<file path="src/rtl/sdram_pkg.sv">
`default_nettype none

package sdram_pkg;

  // request address layout, word granular
  localparam int ROW_W  = 12;
  localparam int BANK_W = 2;
  localparam int COL_W  = 12;
  localparam int ADDR_W = ROW_W + BANK_W + COL_W;   // 26
  localparam int SA_W   = 13;                        // SDRAM address pins
  localparam int DATA_W = 32;
  localparam int BE_W   = DATA_W / 8;

  // A10 high selects all banks
  localparam logic [SA_W-1:0] PRCH_ALL_ADDR = 13'h0400;

  // {ras_n, cas_n, we_n}
  typedef enum logic [2:0] {
    ARSR = 3'b001,   // auto refresh
    PRCH = 3'b010,   // precharge
    ACTV = 3'b011,   // row open
    WRTE = 3'b100,
    READ = 3'b101,
    NOOP = 3'b111
  } sdram_cmd_e;

  typedef struct packed {
    logic              req;     // level, held until grant
    logic              write;
    logic [ADDR_W-1:0] addr;    // row, bank, column
    logic [DATA_W-1:0] wdata;
    logic [BE_W-1:0]   be;
  } port_req_t;

  typedef struct packed {
    sdram_cmd_e        cmd;
    logic [BANK_W-1:0] bank;
    logic [SA_W-1:0]   addr;
  } sdram_pins_t;

  typedef struct packed {
    logic              rd;      // one cycle strobes
    logic              wr;
    logic              bulk;    // granted port
    logic [DATA_W-1:0] wdata;
    logic [BE_W-1:0]   be;
  } dp_op_t;

endpackage

`default_nettype wire

</file>
<file path="src/rtl/refresh_timer.sv">
`timescale 1ns/1ps
`default_nettype none

module refresh_timer #(
  parameter int REFRESH_CYCLES = 200
) (
  input  wire  CLK,
  input  wire  RST,
  input  wire  refresh_ack,
  output logic refresh_due
);

  localparam int CNT_W = $clog2(REFRESH_CYCLES + 1);

  logic [CNT_W-1:0] count;

  // due stays up until acked, a late refresh is still served
  always_ff @(posedge CLK)
  begin
    if (!RST)
    begin
      count       <= CNT_W'(REFRESH_CYCLES - 1);
      refresh_due <= 1'b0;
    end
    else if (refresh_ack)
    begin
      count       <= CNT_W'(REFRESH_CYCLES - 1);   // restart interval
      refresh_due <= 1'b0;
    end
    else if (count == '0)
    begin
      refresh_due <= 1'b1;   // hold at zero until ack
    end
    else
    begin
      count <= count - 1'b1;
    end
  end

endmodule

`default_nettype wire

</file>
<file path="src/rtl/command_sequencer.sv">
`timescale 1ns/1ps
`default_nettype none

module command_sequencer #(
  parameter int T_RP  = 2,
  parameter int T_RCD = 2,
  parameter int T_RFC = 6
) (
  input  wire                     CLK,
  input  wire                     RST,
  input  wire sdram_pkg::port_req_t req_rand,
  input  wire sdram_pkg::port_req_t req_bulk,
  input  wire                     refresh_due,
  output logic                    refresh_ack,
  output sdram_pkg::sdram_pins_t  pins,
  output logic                    grant_rand,
  output logic                    grant_bulk,
  output sdram_pkg::dp_op_t       dp_op
);

  localparam int ROW_W  = sdram_pkg::ROW_W;
  localparam int BANK_W = sdram_pkg::BANK_W;
  localparam int COL_W  = sdram_pkg::COL_W;
  localparam int ADDR_W = sdram_pkg::ADDR_W;
  localparam int SA_W   = sdram_pkg::SA_W;

  localparam int MAX_A    = (T_RP > T_RCD) ? T_RP : T_RCD;
  localparam int WAIT_MAX = (T_RFC > MAX_A) ? T_RFC : MAX_A;
  localparam int WAIT_W   = $clog2(WAIT_MAX + 1);

  // open page
  logic              page_valid;
  logic [BANK_W-1:0] page_bank;
  logic [ROW_W-1:0]  page_row;

  logic [WAIT_W-1:0] wait_cnt;   // NOOP cycles still owed

  // arbitration and decode of the winner
  sdram_pkg::port_req_t sel;
  logic                 sel_bulk;
  logic                 any_req;
  logic [ROW_W-1:0]     req_row;
  logic [BANK_W-1:0]    req_bank;
  logic [COL_W-1:0]     req_col;
  logic                 page_hit;

  // decision for the next cycle on pins
  sdram_pkg::sdram_pins_t next_pins;
  logic [WAIT_W-1:0]      next_wait;
  logic                   issue_rd;
  logic                   issue_wr;

  assign sel_bulk = req_bulk.req;                  // bulk wins over random
  assign sel      = sel_bulk ? req_bulk : req_rand;
  assign any_req  = req_bulk.req | req_rand.req;

  assign req_row  = sel.addr[ADDR_W-1 -: ROW_W];
  assign req_bank = sel.addr[COL_W +: BANK_W];
  assign req_col  = sel.addr[COL_W-1:0];

  assign page_hit = page_valid && (page_bank == req_bank) && (page_row == req_row);

  always_comb
  begin
    next_pins.cmd  = sdram_pkg::NOOP;
    next_pins.bank = page_bank;
    next_pins.addr = sdram_pkg::PRCH_ALL_ADDR;
    next_wait      = '0;
    if (wait_cnt == '0)
    begin
      if (refresh_due)
      begin
        if (page_valid)
        begin
          next_pins.cmd = sdram_pkg::PRCH;         // close page before refresh
          next_wait     = WAIT_W'(T_RP);
        end
        else
        begin
          next_pins.cmd = sdram_pkg::ARSR;
          next_wait     = WAIT_W'(T_RFC);
        end
      end
      else if (any_req)
      begin
        if (page_hit)
        begin
          next_pins.cmd  = sel.write ? sdram_pkg::WRTE : sdram_pkg::READ;
          next_pins.bank = req_bank;
          // column around A10, A10 low means no auto precharge
          next_pins.addr = {req_col[COL_W-1:10], 1'b0, req_col[9:0]};
          next_wait      = WAIT_W'(1);
        end
        else if (page_valid)
        begin
          next_pins.cmd = sdram_pkg::PRCH;         // miss on open page
          next_wait     = WAIT_W'(T_RP);
        end
        else
        begin
          next_pins.cmd  = sdram_pkg::ACTV;
          next_pins.bank = req_bank;
          next_pins.addr = {{(SA_W - ROW_W){1'b0}}, req_row};
          next_wait      = WAIT_W'(T_RCD);
        end
      end
    end
  end

  assign issue_rd    = (next_pins.cmd == sdram_pkg::READ);
  assign issue_wr    = (next_pins.cmd == sdram_pkg::WRTE);
  assign refresh_ack = (next_pins.cmd == sdram_pkg::ARSR);

  // datapath strobe, registered there together with pins here
  assign dp_op.rd    = issue_rd;
  assign dp_op.wr    = issue_wr;
  assign dp_op.bulk  = sel_bulk;
  assign dp_op.wdata = sel.wdata;
  assign dp_op.be    = sel.be;

  always_ff @(posedge CLK)
  begin
    if (!RST)
    begin
      pins.cmd   <= sdram_pkg::NOOP;
      pins.bank  <= '0;
      pins.addr  <= sdram_pkg::PRCH_ALL_ADDR;
      grant_rand <= 1'b0;
      grant_bulk <= 1'b0;
      wait_cnt   <= '0;
      page_valid <= 1'b0;
    end
    else
    begin
      pins       <= next_pins;
      grant_rand <= (issue_rd | issue_wr) & ~sel_bulk;   // with READ/WRITE on pins
      grant_bulk <= (issue_rd | issue_wr) & sel_bulk;
      if (wait_cnt != '0)
        wait_cnt <= wait_cnt - 1'b1;
      else
        wait_cnt <= next_wait;
      case (next_pins.cmd)
        sdram_pkg::ACTV: page_valid <= 1'b1;
        sdram_pkg::PRCH: page_valid <= 1'b0;
        default:         page_valid <= page_valid;
      endcase
    end
  end

  // page address, only looked at while page_valid
  always_ff @(posedge CLK)
  begin
    if (next_pins.cmd == sdram_pkg::ACTV)
    begin
      page_bank <= req_bank;
      page_row  <= req_row;
    end
  end

endmodule

`default_nettype wire

</file>
<file path="src/rtl/dq_datapath.sv">
`timescale 1ns/1ps
`default_nettype none

module dq_datapath #(
  parameter int CAS_LATENCY = 2
) (
  input  wire                            CLK,
  input  wire                            RST,
  input  wire sdram_pkg::dp_op_t         dp_op,
  input  wire [sdram_pkg::DATA_W-1:0]    dq_in,
  output logic [sdram_pkg::DATA_W-1:0]   dq_out,
  output logic                           dq_oe,
  output logic [sdram_pkg::BE_W-1:0]     dm,
  output logic [sdram_pkg::DATA_W-1:0]   rd_data,
  output logic                           rd_valid_rand,
  output logic                           rd_valid_bulk
);

  // read tags in flight, index i is i cycles after READ on pins
  logic [CAS_LATENCY-1:0] pipe_vld;
  logic [CAS_LATENCY-1:0] pipe_bulk;
  logic                   rd_done;
  logic                   rd_done_bulk;

  assign rd_done      = pipe_vld[CAS_LATENCY-1];
  assign rd_done_bulk = pipe_bulk[CAS_LATENCY-1];

  // write drive lines up with WRITE on pins
  always_ff @(posedge CLK)
  begin
    if (!RST)
    begin
      dq_oe <= 1'b0;
      dm    <= '1;   // all bytes masked
    end
    else
    begin
      dq_oe <= dp_op.wr;
      dm    <= dp_op.wr ? ~dp_op.be : '1;
    end
  end

  always_ff @(posedge CLK)
  begin
    if (dp_op.wr)
      dq_out <= dp_op.wdata;
  end

  always_ff @(posedge CLK)
  begin
    if (!RST)
    begin
      pipe_vld      <= '0;
      rd_valid_rand <= 1'b0;
      rd_valid_bulk <= 1'b0;
    end
    else
    begin
      pipe_vld[0] <= dp_op.rd;
      for (int i = 1; i < CAS_LATENCY; i++)
        pipe_vld[i] <= pipe_vld[i-1];
      rd_valid_rand <= rd_done & ~rd_done_bulk;   // back to the granted port
      rd_valid_bulk <= rd_done & rd_done_bulk;
    end
  end

  always_ff @(posedge CLK)
  begin
    pipe_bulk[0] <= dp_op.bulk;
    for (int i = 1; i < CAS_LATENCY; i++)
      pipe_bulk[i] <= pipe_bulk[i-1];
    if (rd_done)
      rd_data <= dq_in;   // CAS latency reached
  end

endmodule

`default_nettype wire

</file>
<file path="src/rtl/sdram_ctrl_top.sv">
`timescale 1ns/1ps
`default_nettype none

module sdram_ctrl_top #(
  parameter int REFRESH_CYCLES = 200,
  parameter int T_RP           = 2,
  parameter int T_RCD          = 2,
  parameter int T_RFC          = 6,
  parameter int CAS_LATENCY    = 2
) (
  input  wire                            CLK,
  input  wire                            RST,
  input  wire sdram_pkg::port_req_t      req_rand,
  input  wire sdram_pkg::port_req_t      req_bulk,
  input  wire [sdram_pkg::DATA_W-1:0]    dq_in,
  output sdram_pkg::sdram_pins_t         pins,
  output logic [sdram_pkg::DATA_W-1:0]   dq_out,
  output logic                           dq_oe,
  output logic [sdram_pkg::BE_W-1:0]     dm,
  output logic                           grant_rand,
  output logic                           grant_bulk,
  output logic [sdram_pkg::DATA_W-1:0]   rd_data,
  output logic                           rd_valid_rand,
  output logic                           rd_valid_bulk
);

  logic              refresh_due;
  logic              refresh_ack;
  sdram_pkg::dp_op_t dp_op;   // sequencer to datapath

  refresh_timer #(
    .REFRESH_CYCLES (REFRESH_CYCLES)
  ) i_refresh_timer (
    .CLK         (CLK),
    .RST         (RST),
    .refresh_ack (refresh_ack),
    .refresh_due (refresh_due)
  );

  command_sequencer #(
    .T_RP  (T_RP),
    .T_RCD (T_RCD),
    .T_RFC (T_RFC)
  ) i_command_sequencer (
    .CLK         (CLK),
    .RST         (RST),
    .req_rand    (req_rand),
    .req_bulk    (req_bulk),
    .refresh_due (refresh_due),
    .refresh_ack (refresh_ack),
    .pins        (pins),
    .grant_rand  (grant_rand),
    .grant_bulk  (grant_bulk),
    .dp_op       (dp_op)
  );

  dq_datapath #(
    .CAS_LATENCY (CAS_LATENCY)
  ) i_dq_datapath (
    .CLK           (CLK),
    .RST           (RST),
    .dp_op         (dp_op),
    .dq_in         (dq_in),
    .dq_out        (dq_out),
    .dq_oe         (dq_oe),
    .dm            (dm),
    .rd_data       (rd_data),
    .rd_valid_rand (rd_valid_rand),
    .rd_valid_bulk (rd_valid_bulk)
  );

endmodule

`default_nettype wire

</file>
<file path="config.mk">
export PLATFORM = sky130hd
export DESIGN_NAME = sdram_ctrl_top
export DESIGN_NICKNAME = d
export VERILOG_FILES = /design/src/rtl/sdram_pkg.sv /design/src/rtl/refresh_timer.sv /design/src/rtl/command_sequencer.sv /design/src/rtl/dq_datapath.sv /design/src/rtl/sdram_ctrl_top.sv
export SDC_FILE = /design/constraint.sdc
export NUM_CORES = 1
export LEC_CHECK = 0
export BUFFER_PORTS_ARGS = -buffer_cell sky130_fd_sc_hd__buf_4
export CAP_MARGIN = 30
export CELL_PAD_IN_SITES_DETAIL_PLACEMENT = 1
export CELL_PAD_IN_SITES_GLOBAL_PLACEMENT = 2
export CORE_MARGIN = 2
export CORE_UTILIZATION = 28
export DETAILED_ROUTE_END_ITERATION = 10
export GPL_ROUTABILITY_DRIVEN = 1
export PLACE_DENSITY = 0.77
export SLEW_MARGIN = 20
export SYNTH_ARGS = -nofsm -noshare
export SYNTH_HDL_FRONTEND = slang
export SYNTH_HIERARCHICAL = 1
export SYNTH_SLANG_ARGS = --single-unit
</file>
<file path="constraint.sdc">
create_clock -name CLK -period 2.3 [get_ports CLK]
set_input_delay 0.115 -clock CLK [delete_from_list [all_inputs] [get_ports CLK]]
set_output_delay 0.115 -clock CLK [all_outputs]
set_load 0.005 [all_outputs]
</file>
==> metrics.sh, run 1 <==
CLOCK_SKEW_NS=0.00927
SEQ_AREA_FRAC_SYNTH_PCT=61.9
GRT_PASS1_WL_MM=23.6
POSTSYNTHAREAPERCELL_SQ_UM=13.5
CRIT_PATH_END_KIND='register'
IR_DROP_mV=0.633
ANTENNA_CELLS_INSERTED=0
CTS_MAX_PATH_BUFFERS=2
WORST_SLEW_PIN_SLEW_NS=0.484
CLOCK_LATENCY_NS=0.40
SYNTH_SIMPLE_GATE_AREA_SHARE_PCT=8.05
FINAL_PERIOD_MINUS_WORST_SETUP_SLACK_NS=2.02
LAST_WEIGHTED_CONGESTION_VALUE_OF_THE_ROUTABILITY_DRIVEN_PLACER=0.735
PLACEABLECOREAREA_SQ_UM=18100
REGAREA_SQ_UM=3220
GLOBAL_ROUTE.USAGE.TOTAL_PCT=15.6
DIEHEIGHT_UM=140
CRITPATHREQUIREDTIME_NS=2.59
NETLIST_INSTANCES=385
DRTANTENNAVIOLNETS=0
COMBINATIONAL_FAMILY_WITH_THE_MOST_AREA_AFTER_SYNTHESIS='multiplexers'
WL_PER_CELL_UM=17.2
CTS.REPORTEDPATHS.CLKPINSLEW_NS=0.06
SYNTH_ASYNC_SR_FLOP_SHARE_PCT=0
SYNTH-XOR-AREA-SHARE_PCT=2.69
TRITONCTS_NUM_SINKS=122
MIN-DELAY-PATH-CLASS='input port to register'
FINAL_CRITICAL_PATH_SETUP_SLACK_NS=0.282
CTS-RESIZED-GATES=0
RSZ0062_AT_GRT='no'
CRITICAL_SETUP_PATH_CLASS='register to register'
HPWL_MM=11.5
NUMBER_OF_ENABLE_FLIP_FLOP_CELLS_AFTER_SYNTHESIS=78
ADDER_CELL_AREA_SHARE_OF_THE_YOSYS_NETLIST_PCT=0.961
FINAL_NETS=829
HOLD_VIOLATION_TOTAL_FROM_THE_FINAL_REPORT=0
POST_ROUTE_CELLS_DRIVE_ABOVE_1_SHARE_PCT=52.5
SYNTH.MUX.AREA_FRACTION_PCT=13.7
INITIAL_DRT_PASS_ITERATIONS=4
VIA_COUNT=3997
CTS_H_TREE_DEPTH=4
STATUS='complete, no violations'
POWERDENSITY_nW_PER_UM2=789
POST_DRT_VIA_CELL_RATIO=4.42
FINAL_CYCLE_UTILIZATION_OF_THE_CRITICAL_PATH_PCT=87.7
DRC=0
GRT_ANTENNA_BEFORE_REPAIR=0
GRT_PASS1_VIAS=4309
ROUTE.FINAL.WIRE_LENGTH_MM=15.6
TRITONCTS='yes'
GRT_OVERFLOW=0
FP.DIEW_UM=140
SYNTHTOLAYOUTAREAGROWTH_PCT=57.2
CTS.ROOT.BUFFER_CELL='clkbuf_16'
SYNTH-MAIN-FF-CELL='edfxtp_1'
DRT_FIRST_ITER_VIOLATIONS=120
SYNTH_TOP_AREA_SHARE_PCT=45.0
SYNTH_COMMON_CELLS='78 x edfxtp_1, 51 x mux2_2, 44 x dfxtp_1'
LEAKAGE_nW=3.46
STARTPOINT_TYPE='register'
CELL_TYPE_WITH_THE_LARGEST_TOTAL_AREA_AFTER_SYNTHESIS='edfxtp_1'
TRITONCTS.NUM_BUFFERS=17
POST_SYNTHESIS_COMPOUND_GATE_AREA_FRACTION_PCT=4.73
SYNTH.DISTINCT_CELLS=42
NUM-FILL-CELLS=1917
RELSLEWSLACK_PCT=67.7
SYNTH.FF_LATCH_COUNT=122
IOS=253
DIEAREA_SQ_UM=19700
PORT_BUFFERS=252
SYN-CELL-AREA_SQ_UM=5210
WORSTPATHMAXFANOUT=6
FINAL_MAX_SLEW_VIOL_COUNT=0
MAX_CAP_VIOL_COUNT=0
CP.ARRIVAL_NS=2.31
ROWS=49
PLACEMENT.SETUP.WORST_SLACK_NS=0.0454
GRT_START_MAX_NET_PINS=39
MAX_FREQ_GHz=0.496
SYNTH_MOST_COMMON_CELL='edfxtp_1'
YOSYSWARNINGCOUNT=6
YOSYS-TOP-CELLS-AREA='edfxtp_1 45%, dfxtp_1 17%, mux2_2 11%, buf_4 5.6%, mux2i_1 2.7%'
TOTALNEGATIVESETUPSLACK_NS=0
POSTSYNTHNETCOUNT=551
MULTI_INPUT_COMB_AREA_SQ_UM=1580
SETUP_VIOL_COUNT_FINAL=0
FINISH.UTILIZATION_PCT=45.3
INITIAL_CORE_UTIL_PCT=28.8
[final cells by class]
type | count | share of cell area (%)
Timing Repair Buffer | 310 | 30.2
Clock buffer | 17 | 5.19
Tap cell | 229 | 3.50
Clock inverter | 15 | 1.71
Multi-Input combinational cell | 194 | 19.3
Sequential cell | 122 | 39.4
Inverter | 18 | 0.825
[placed cells by master (no fill, tap or decap), drive strengths merged]
cell type	instances
nand3	6
nor2b	2
nor2	26
xnor2	15
nand2b	3
o21a	4
a41oi	1
buf	263
nor4	6
mux2	51
edfxtp	78
xor2	1
and4	1
clkbuf	17
or3	2
a211oi	1
or4	3
clkinv	5
inv	24
clkinvlp	3
nor3	8
o211ai	2
and3b	2
o21bai	3
and2	3
or4b	2
o311a	3
mux2i	14
bufinv	1
dfxtp	44
dlygate4sd3	47
ha	4
o31ai	2
a22oi	11
or3b	1
nand2	6
nand4	1
o21ai	5
a21oi	1
and3	4
[cell families after synthesis]
family	Yosys count
DFF	122
and+or+nand+nor	76
buffers and inverters	69
muxes	65
AOI/OAI and AO/OA	33
xor gates and xnor gates	16
adders and majority gates	4
[final timing paths]
path / endpoint / depth (start not counted) / startpoint / slack (ns)
setup reg to reg: i_refresh_timer/count[1]$_SDFFE_PP1P_ / 8 / i_command_sequencer/wait_cnt[0]$_SDFF_PN0_ / 0.28
setup / recovery: i_refresh_timer/count[1]$_SDFFE_PP1P_ / 8 / i_command_sequencer/wait_cnt[0]$_SDFF_PN0_ / 0.28
hold / removal: i_dq_datapath/dq_out[29]$_DFFE_PP_ / 2 / req_rand[33] / 0.02
hold reg to reg: i_dq_datapath/pipe_bulk[1]$_DFF_P_ / 0 / i_dq_datapath/pipe_bulk[0]$_DFF_P_ / 0.34
[state kept, by name, summed over array words and instances, names as in the netlist, 2 cells and up]
name,cells
i_dq_datapath/pipe_bulk,2
i_command_sequencer/page_bank,2
i_dq_datapath/rd_data,32
i_dq_datapath/pipe_vld,2
i_dq_datapath/dm,4
i_command_sequencer/page_row,12
i_dq_datapath/dq_out,32
i_refresh_timer/count,8
i_command_sequencer/wait_cnt,3
i_command_sequencer/pins,18
[critical path, stage by stage (launching register included)]
cell and delay, ns:
dfxtp_1 0.32, inv_1 0.06, ha_1 0.23, nor2b_1 0.17
nand2_1 0.12, nor2_1 0.09, nand2b_1 0.26, or4_1 0.55
o21a_1 0.12
[metrics by stage]
| step | hold slack (ns) | area, sq um | power, mW | cells |
|---|---|---|---|---|
| after floorplan | 0.200 | 5210 | 3.43 | 385 |
| after global placement | 0.294 | 7150 | 3.90 | 826 |
| after detailed placement | 0.295 | 7150 | 3.95 | 826 |
| after CTS | 0.000375 | 8180 | 6.57 | 904 |
| after global routing | 0.00425 | 8190 | 6.81 | 905 |
| final | 0.0203 | 8190 | 6.46 | 905 |
[layer usage]
metal / global-route usage, % / routed length [um] / vias to the layer above
met3: 5.44 / 1320 / 10
met4: 4.89 / 143 / 0
met2: 28.3 / 8090 / 191
met5: 0 / 0 / -
met1: 17.2 / 6010 / 1879
li1: - / - / 1917
[power breakdown]
group / leakage, nW / switching, mW / internal, mW
clock: 0.273 / 1.01 / 1.51
combinational: 2.12 / 0.600 / 0.669
sequential: 1.07 / 0.102 / 2.58
[repair_timing]
action	in CTS	in global routing
setup buffers	0	0
hold endpoints to repair	41	1
hold buffers	46	1
Power figures use the tool's default switching activity.
==> run 2, diff against run 1 <==
--- a/config.mk
+++ b/config.mk
@@ -5,12 +5,13 @@
 export SDC_FILE = /design/constraint.sdc
 export NUM_CORES = 1
 export LEC_CHECK = 0
+export ABC_AREA = 1
 export BUFFER_PORTS_ARGS = -buffer_cell sky130_fd_sc_hd__buf_4
 export CAP_MARGIN = 30
 export CELL_PAD_IN_SITES_DETAIL_PLACEMENT = 1
 export CELL_PAD_IN_SITES_GLOBAL_PLACEMENT = 2
 export CORE_MARGIN = 2
-export CORE_UTILIZATION = 28
+export CORE_UTILIZATION = 26
 export DETAILED_ROUTE_END_ITERATION = 10
 export GPL_ROUTABILITY_DRIVEN = 1
 export PLACE_DENSITY = 0.77
==> run 2 against run 1 <==
Final area increased by 9.8%; power increased by 3.1%; sequential share of layout area decreased by 3.5 points; die area increased by 11%; area after synthesis increased by 3.8%; critical endpoint is now i_command_sequencer/pins[12]$_SDFF_PP0_; wire length increased by 17%; largest power group is now the clock network.
==> metrics.sh, run 2 <==
SW_FRAC_OF_TOTAL_PCT=27.6  # was 26.5%
PLACEMENT.SETUP.WORST_SLACK_NS=0.196  # was 0.0454 ns
GRT_START_MAX_NET_PINS=40  # was 39
CP.ARRIVAL_NS=2.40  # was 2.31 ns
CRITICAL_SETUP_PATH_CLASS='register to register'  # unchanged
CELL_TYPE_WITH_THE_LARGEST_TOTAL_AREA_AFTER_SYNTHESIS='edfxtp_1'  # unchanged
YOSYS-TOP-CELLS-AREA='edfxtp_1 43%, dfxtp_1 16%, nand2_1 16%, buf_4 5.4%, inv_1 3.3%'  # was edfxtp_1 45%, dfxtp_1 17%, mux2_2 11%, buf_4 5.6%, mux2i_1 2.7%
DIEHEIGHT_UM=148  # was 140 um
CRITICAL_PATH.SLOWEST_CELL='dlygate4sd3_1'  # was or4_1
CRIT_CHAIN='nand3_1 > nand2_1 > nor2_1 > nand2_1 > nor2_1 > nand2_2 > clkinv_4 > nand3_2 > a21oi_1 > dlygate4sd3_1'  # was inv_1 > ha_1 > nor2b_1 > nand2_1 > nor2_1 > nand2b_1 > or4_1 > o21a_1
IR_DROP_mV=0.461  # was 0.633 mV
CTS.ROOT.BUFFER_CELL='clkbuf_16'  # unchanged
MOST-COMMON-LAYOUT-CELLS='258 x buf_4, 226 x nand2_1, 103 x dlygate4sd3_1, 78 x edfxtp_1, 48 x inv_1'  # was 261 x buf_4, 78 x edfxtp_1, 51 x mux2_2, 47 x dlygate4sd3_1, 44 x dfxtp_1
NUM-FILL-CELLS=2336  # was 1917
IOS=253  # unchanged
WORST_HOLD_PATH.NUM_CELLS=2  # unchanged
CRITPATHMAXSTAGEDELAY_NS=0.56  # was 0.55 ns
CLOCK_LATENCY_NS=0.42  # was 0.40 ns
GRT_ANTENNA_BEFORE_REPAIR=0  # unchanged
RELSLEWSLACK_PCT=65.8  # was 67.7%
TOTALNEGATIVESETUPSLACK_NS=0  # unchanged
LAYOUT_TOP_REGISTERS='i_dq_datapath/dq_out x32, i_dq_datapath/rd_data x32, i_command_sequencer/pins x18'  # unchanged
MOSTFREQUENTLAYOUTCELL='buf_4'  # unchanged
NETLIST_INSTANCES=584  # was 385
FF2FF_SETUP_SLACK_NS=0.26  # was 0.28 ns
STARTPOINT_TYPE='register'  # unchanged
FP.DIEW_UM=148  # was 140 um
LEAKAGE_nW=4.23  # was 3.46 nW
POWER.SHARE.COMBINATIONAL_PCT=18.8  # was 19.6%
GLOBAL_ROUTE.USAGE.TOTAL_PCT=16.4  # was 15.6%
POWERDENSITY_nW_PER_UM2=741  # was 789 nW/um^2
GRT_OVERFLOW=0  # unchanged
CP_TOP_FAMILY='simple AND/OR/NAND/NOR gates'  # unchanged
TRITONCTS='yes'  # unchanged
LAST_WEIGHTED_CONGESTION_VALUE_OF_THE_ROUTABILITY_DRIVEN_PLACER=0.757  # was 0.735
PLACE_AREA_SQ_UM=7350  # was 7150 sq um
CRITICAL_PATH_CELL_COUNT=10  # was 8
FINAL_NETS=1075  # was 829
TOTAL_DESIGN_POWER_mW=6.66  # was 6.46 mW
SYNTH_ASYNC_SR_FLOP_SHARE_PCT=0  # unchanged
POST_DRT_VIA_CELL_RATIO=4.18  # was 4.42
POST_ROUTE_CELLS_DRIVE_ABOVE_1_SHARE_PCT=35.1  # was 52.5%
MAX_FREQ_GHz=0.489  # was 0.496 GHz
PORTION_OF_TOTAL_POWER_ATTRIBUTED_TO_SEQUENTIAL_CELLS_PCT=40.0  # was 41.4%
PLACEABLECOREAREA_SQ_UM=20300  # was 18100 sq um
CRITPATHREQUIREDTIME_NS=2.65  # was 2.59 ns
STATUS='complete, no violations'  # unchanged
TIMING.CRITICAL_PATH.BUF_INV=2  # was 1
HPWL_MM=12.4  # was 11.5 mm
MAX_CAP_VIOL_COUNT=0  # unchanged
SEQ_AREA_FRAC_SYNTH_PCT=59.6  # was 61.9%
ANTENNA_CELLS_INSERTED=0  # unchanged
FINAL_CRITICAL_PATH_SETUP_SLACK_NS=0.256  # was 0.282 ns
FINISH.UTILIZATION_PCT=44.3  # was 45.3%
CTS_H_TREE_DEPTH=4  # unchanged
WL_PER_CELL_UM=15.3  # was 17.2 um
ROUTE.FINAL.WIRE_LENGTH_MM=18.2  # was 15.6 mm
DRC=0  # unchanged
DRTANTENNAVIOLNETS=0  # unchanged
SYNTH-MAIN-FF-CELL='edfxtp_1'  # unchanged
PORT_BUFFERS=252  # unchanged
SYNTHTOLAYOUTAREAGROWTH_PCT=66.4  # was 57.2%
TRITONCTS.NUM_BUFFERS=17  # unchanged
CELL_INTERNAL_PWR_mW=4.82  # was 4.75 mW
CRIT_PATH_END_KIND='register'  # unchanged
FINAL_CYCLE_UTILIZATION_OF_THE_CRITICAL_PATH_PCT=88.9  # was 87.7%
INITIAL_CORE_UTIL_PCT=26.6  # was 28.8%
DRT_FIRST_ITER_VIOLATIONS=155  # was 120
YOSYSWARNINGCOUNT=6  # unchanged
CLOCKPOWERSHARE_PCT=41.2  # was 38.9%
POSTSYNTHNETCOUNT=750  # was 551
POSTSYNTHAREAPERCELL_SQ_UM=9.26  # was 13.5 sq um
SYN-CELL-AREA_SQ_UM=5410  # was 5210 sq um
TOTAL_SWITCHING_POWER_mW=1.84  # was 1.71 mW
HOLD_VIOLATION_TOTAL_FROM_THE_FINAL_REPORT=0  # unchanged
NUMBER_OF_ENABLE_FLIP_FLOP_CELLS_AFTER_SYNTHESIS=78  # unchanged
DIEAREA_SQ_UM=22000  # was 19700 sq um
SYNTH_TOP_AREA_SHARE_PCT=43.3  # was 45.0%
SETUP_VIOL_COUNT_FINAL=0  # unchanged
INITIAL_DRT_PASS_ITERATIONS=4  # unchanged
SYNTH_MOST_COMMON_CELL='nand2_1'  # was edfxtp_1
ROWS=52  # was 49
CLOCK_SKEW_NS=0.0146  # was 0.00927 ns
WORST_SLEW_PIN_SLEW_NS=0.512  # was 0.484 ns
CTS.REPORTEDPATHS.CLKPINSLEW_NS=0.06  # about the same
SYNTH_COMMON_CELLS='227 x nand2_1, 78 x edfxtp_1, 48 x inv_1'  # was 78 x edfxtp_1, 51 x mux2_2, 44 x dfxtp_1
WORSTPATHMAXFANOUT=12  # was 6
MIN-DELAY-PATH-CLASS='input port to register'  # unchanged
CTS_MAX_PATH_BUFFERS=2  # unchanged
VIA_COUNT=4982  # was 3997
FINAL_PERIOD_MINUS_WORST_SETUP_SLACK_NS=2.04  # was 2.02 ns
TRITONCTS_NUM_SINKS=122  # unchanged
WORST-R2R-CELL-COUNT=10  # was 8
GRT_PASS1_WL_MM=27.9  # was 23.6 mm
SYNTH.DISTINCT_CELLS=30  # was 42
SYNTH.FF_LATCH_COUNT=122  # unchanged
FINAL_MAX_SLEW_VIOL_COUNT=0  # unchanged
GRT_PASS1_VIAS=5318  # was 4309
FINAL_CELL_AREA_SQ_UM=8990  # was 8190 sq um
run 2: cell count changes after synthesis, sizes merged, moves of 6 or more:
cell / delta
a22oi: -11
a21oi: +18
nor2: +6
nor3: -6
xnor2: -13
nand3: +24
or2: +11
o211ai: +9
nand2: +224
mux2i: -14
inv: +35
nor4: -6
mux2: -51
run 2: cell type report:
class | instances | area [sq um] | area share (%)
clock buffer | 17 | 425 | 4.73
tap | 270 | 338 | 3.76
clock inverter | 15 | 179 | 1.99
timing repair buffer | 363 | 3010 | 33.4
multi-input combinational | 352 | 1610 | 17.9
sequential | 122 | 3220 | 35.8
inverter | 53 | 206 | 2.30
run 2: power groups by stage:
stage	Combinational, mW	Clock (mW)	Sequential [mW]
4_1_cts	1.27	2.83	2.67
6_report	1.25	2.74	2.67
2_1_floorplan	0.628	0	2.70
3_3_place_gp	1.10	0	2.71
5_1_grt	1.41	2.92	2.69
3_5_place_dp	1.10	0	2.71
run 2: timing repair:
action / CTS / global route
setup buffers: 0 / 0
hold buffers: 103 / 0
gates resized for setup: 0 / 4
endpoints found under the hold margin: 70 / 0
endpoints found under the setup margin: 0 / 1
run 2: logic make-up after synthesis:
kind of cell,after synthesis,synth area share [%]
adder cells (fa/ha/maj),4,0.926
AO/OA/AOI/OAI,38,4.26
buffers and inverters,110,10.9
AND/OR/NAND/NOR,306,23.7
XOR/XNOR,4,0.648
flip-flops,122,59.6
run 2: per-stage QoR:
step,instances,hold slack (ns)
finish,1192,0.0102
global route,1192,0.00527
CTS,1192,0.000768
detailed placement,1057,0.294
global placement,1057,0.293
floorplan,584,0.184
run 2: final timing paths:
| path | startpoint | endpoint |
|---|---|---|
| max | i_command_sequencer/page_row[4]$_DFFE_PN_ | i_command_sequencer/pins[12]$_SDFF_PP0_ |
| min | RST | i_command_sequencer/pins[16]$_SDFF_PN1_ |
| max reg2reg | i_command_sequencer/page_row[4]$_DFFE_PN_ | i_command_sequencer/pins[12]$_SDFF_PP0_ |
| min reg2reg | i_dq_datapath/pipe_bulk[0]$_DFF_P_ | i_dq_datapath/pipe_bulk[1]$_DFF_P_ |
run 2: per-layer routing:
layer / share of wire [%] / vias up / track usage (%)
li1: - / 2479 / -
met1: 42 / 2356 / 19.1
met2: 53 / 137 / 30.4
met3: 4.5 / 10 / 3.59
met4: 0.77 / 0 / 3.90
met5: 0 / - / 0
run 2: worst register-to-register path, delay by kind of cell, from the launching register on:
family                 cells  cell delay (ns)
flip-flops                 1             0.41
buffers and inverters      2             0.69
AO/OA/AOI/OAI              1             0.16
AND/OR/NAND/NOR            7             0.73
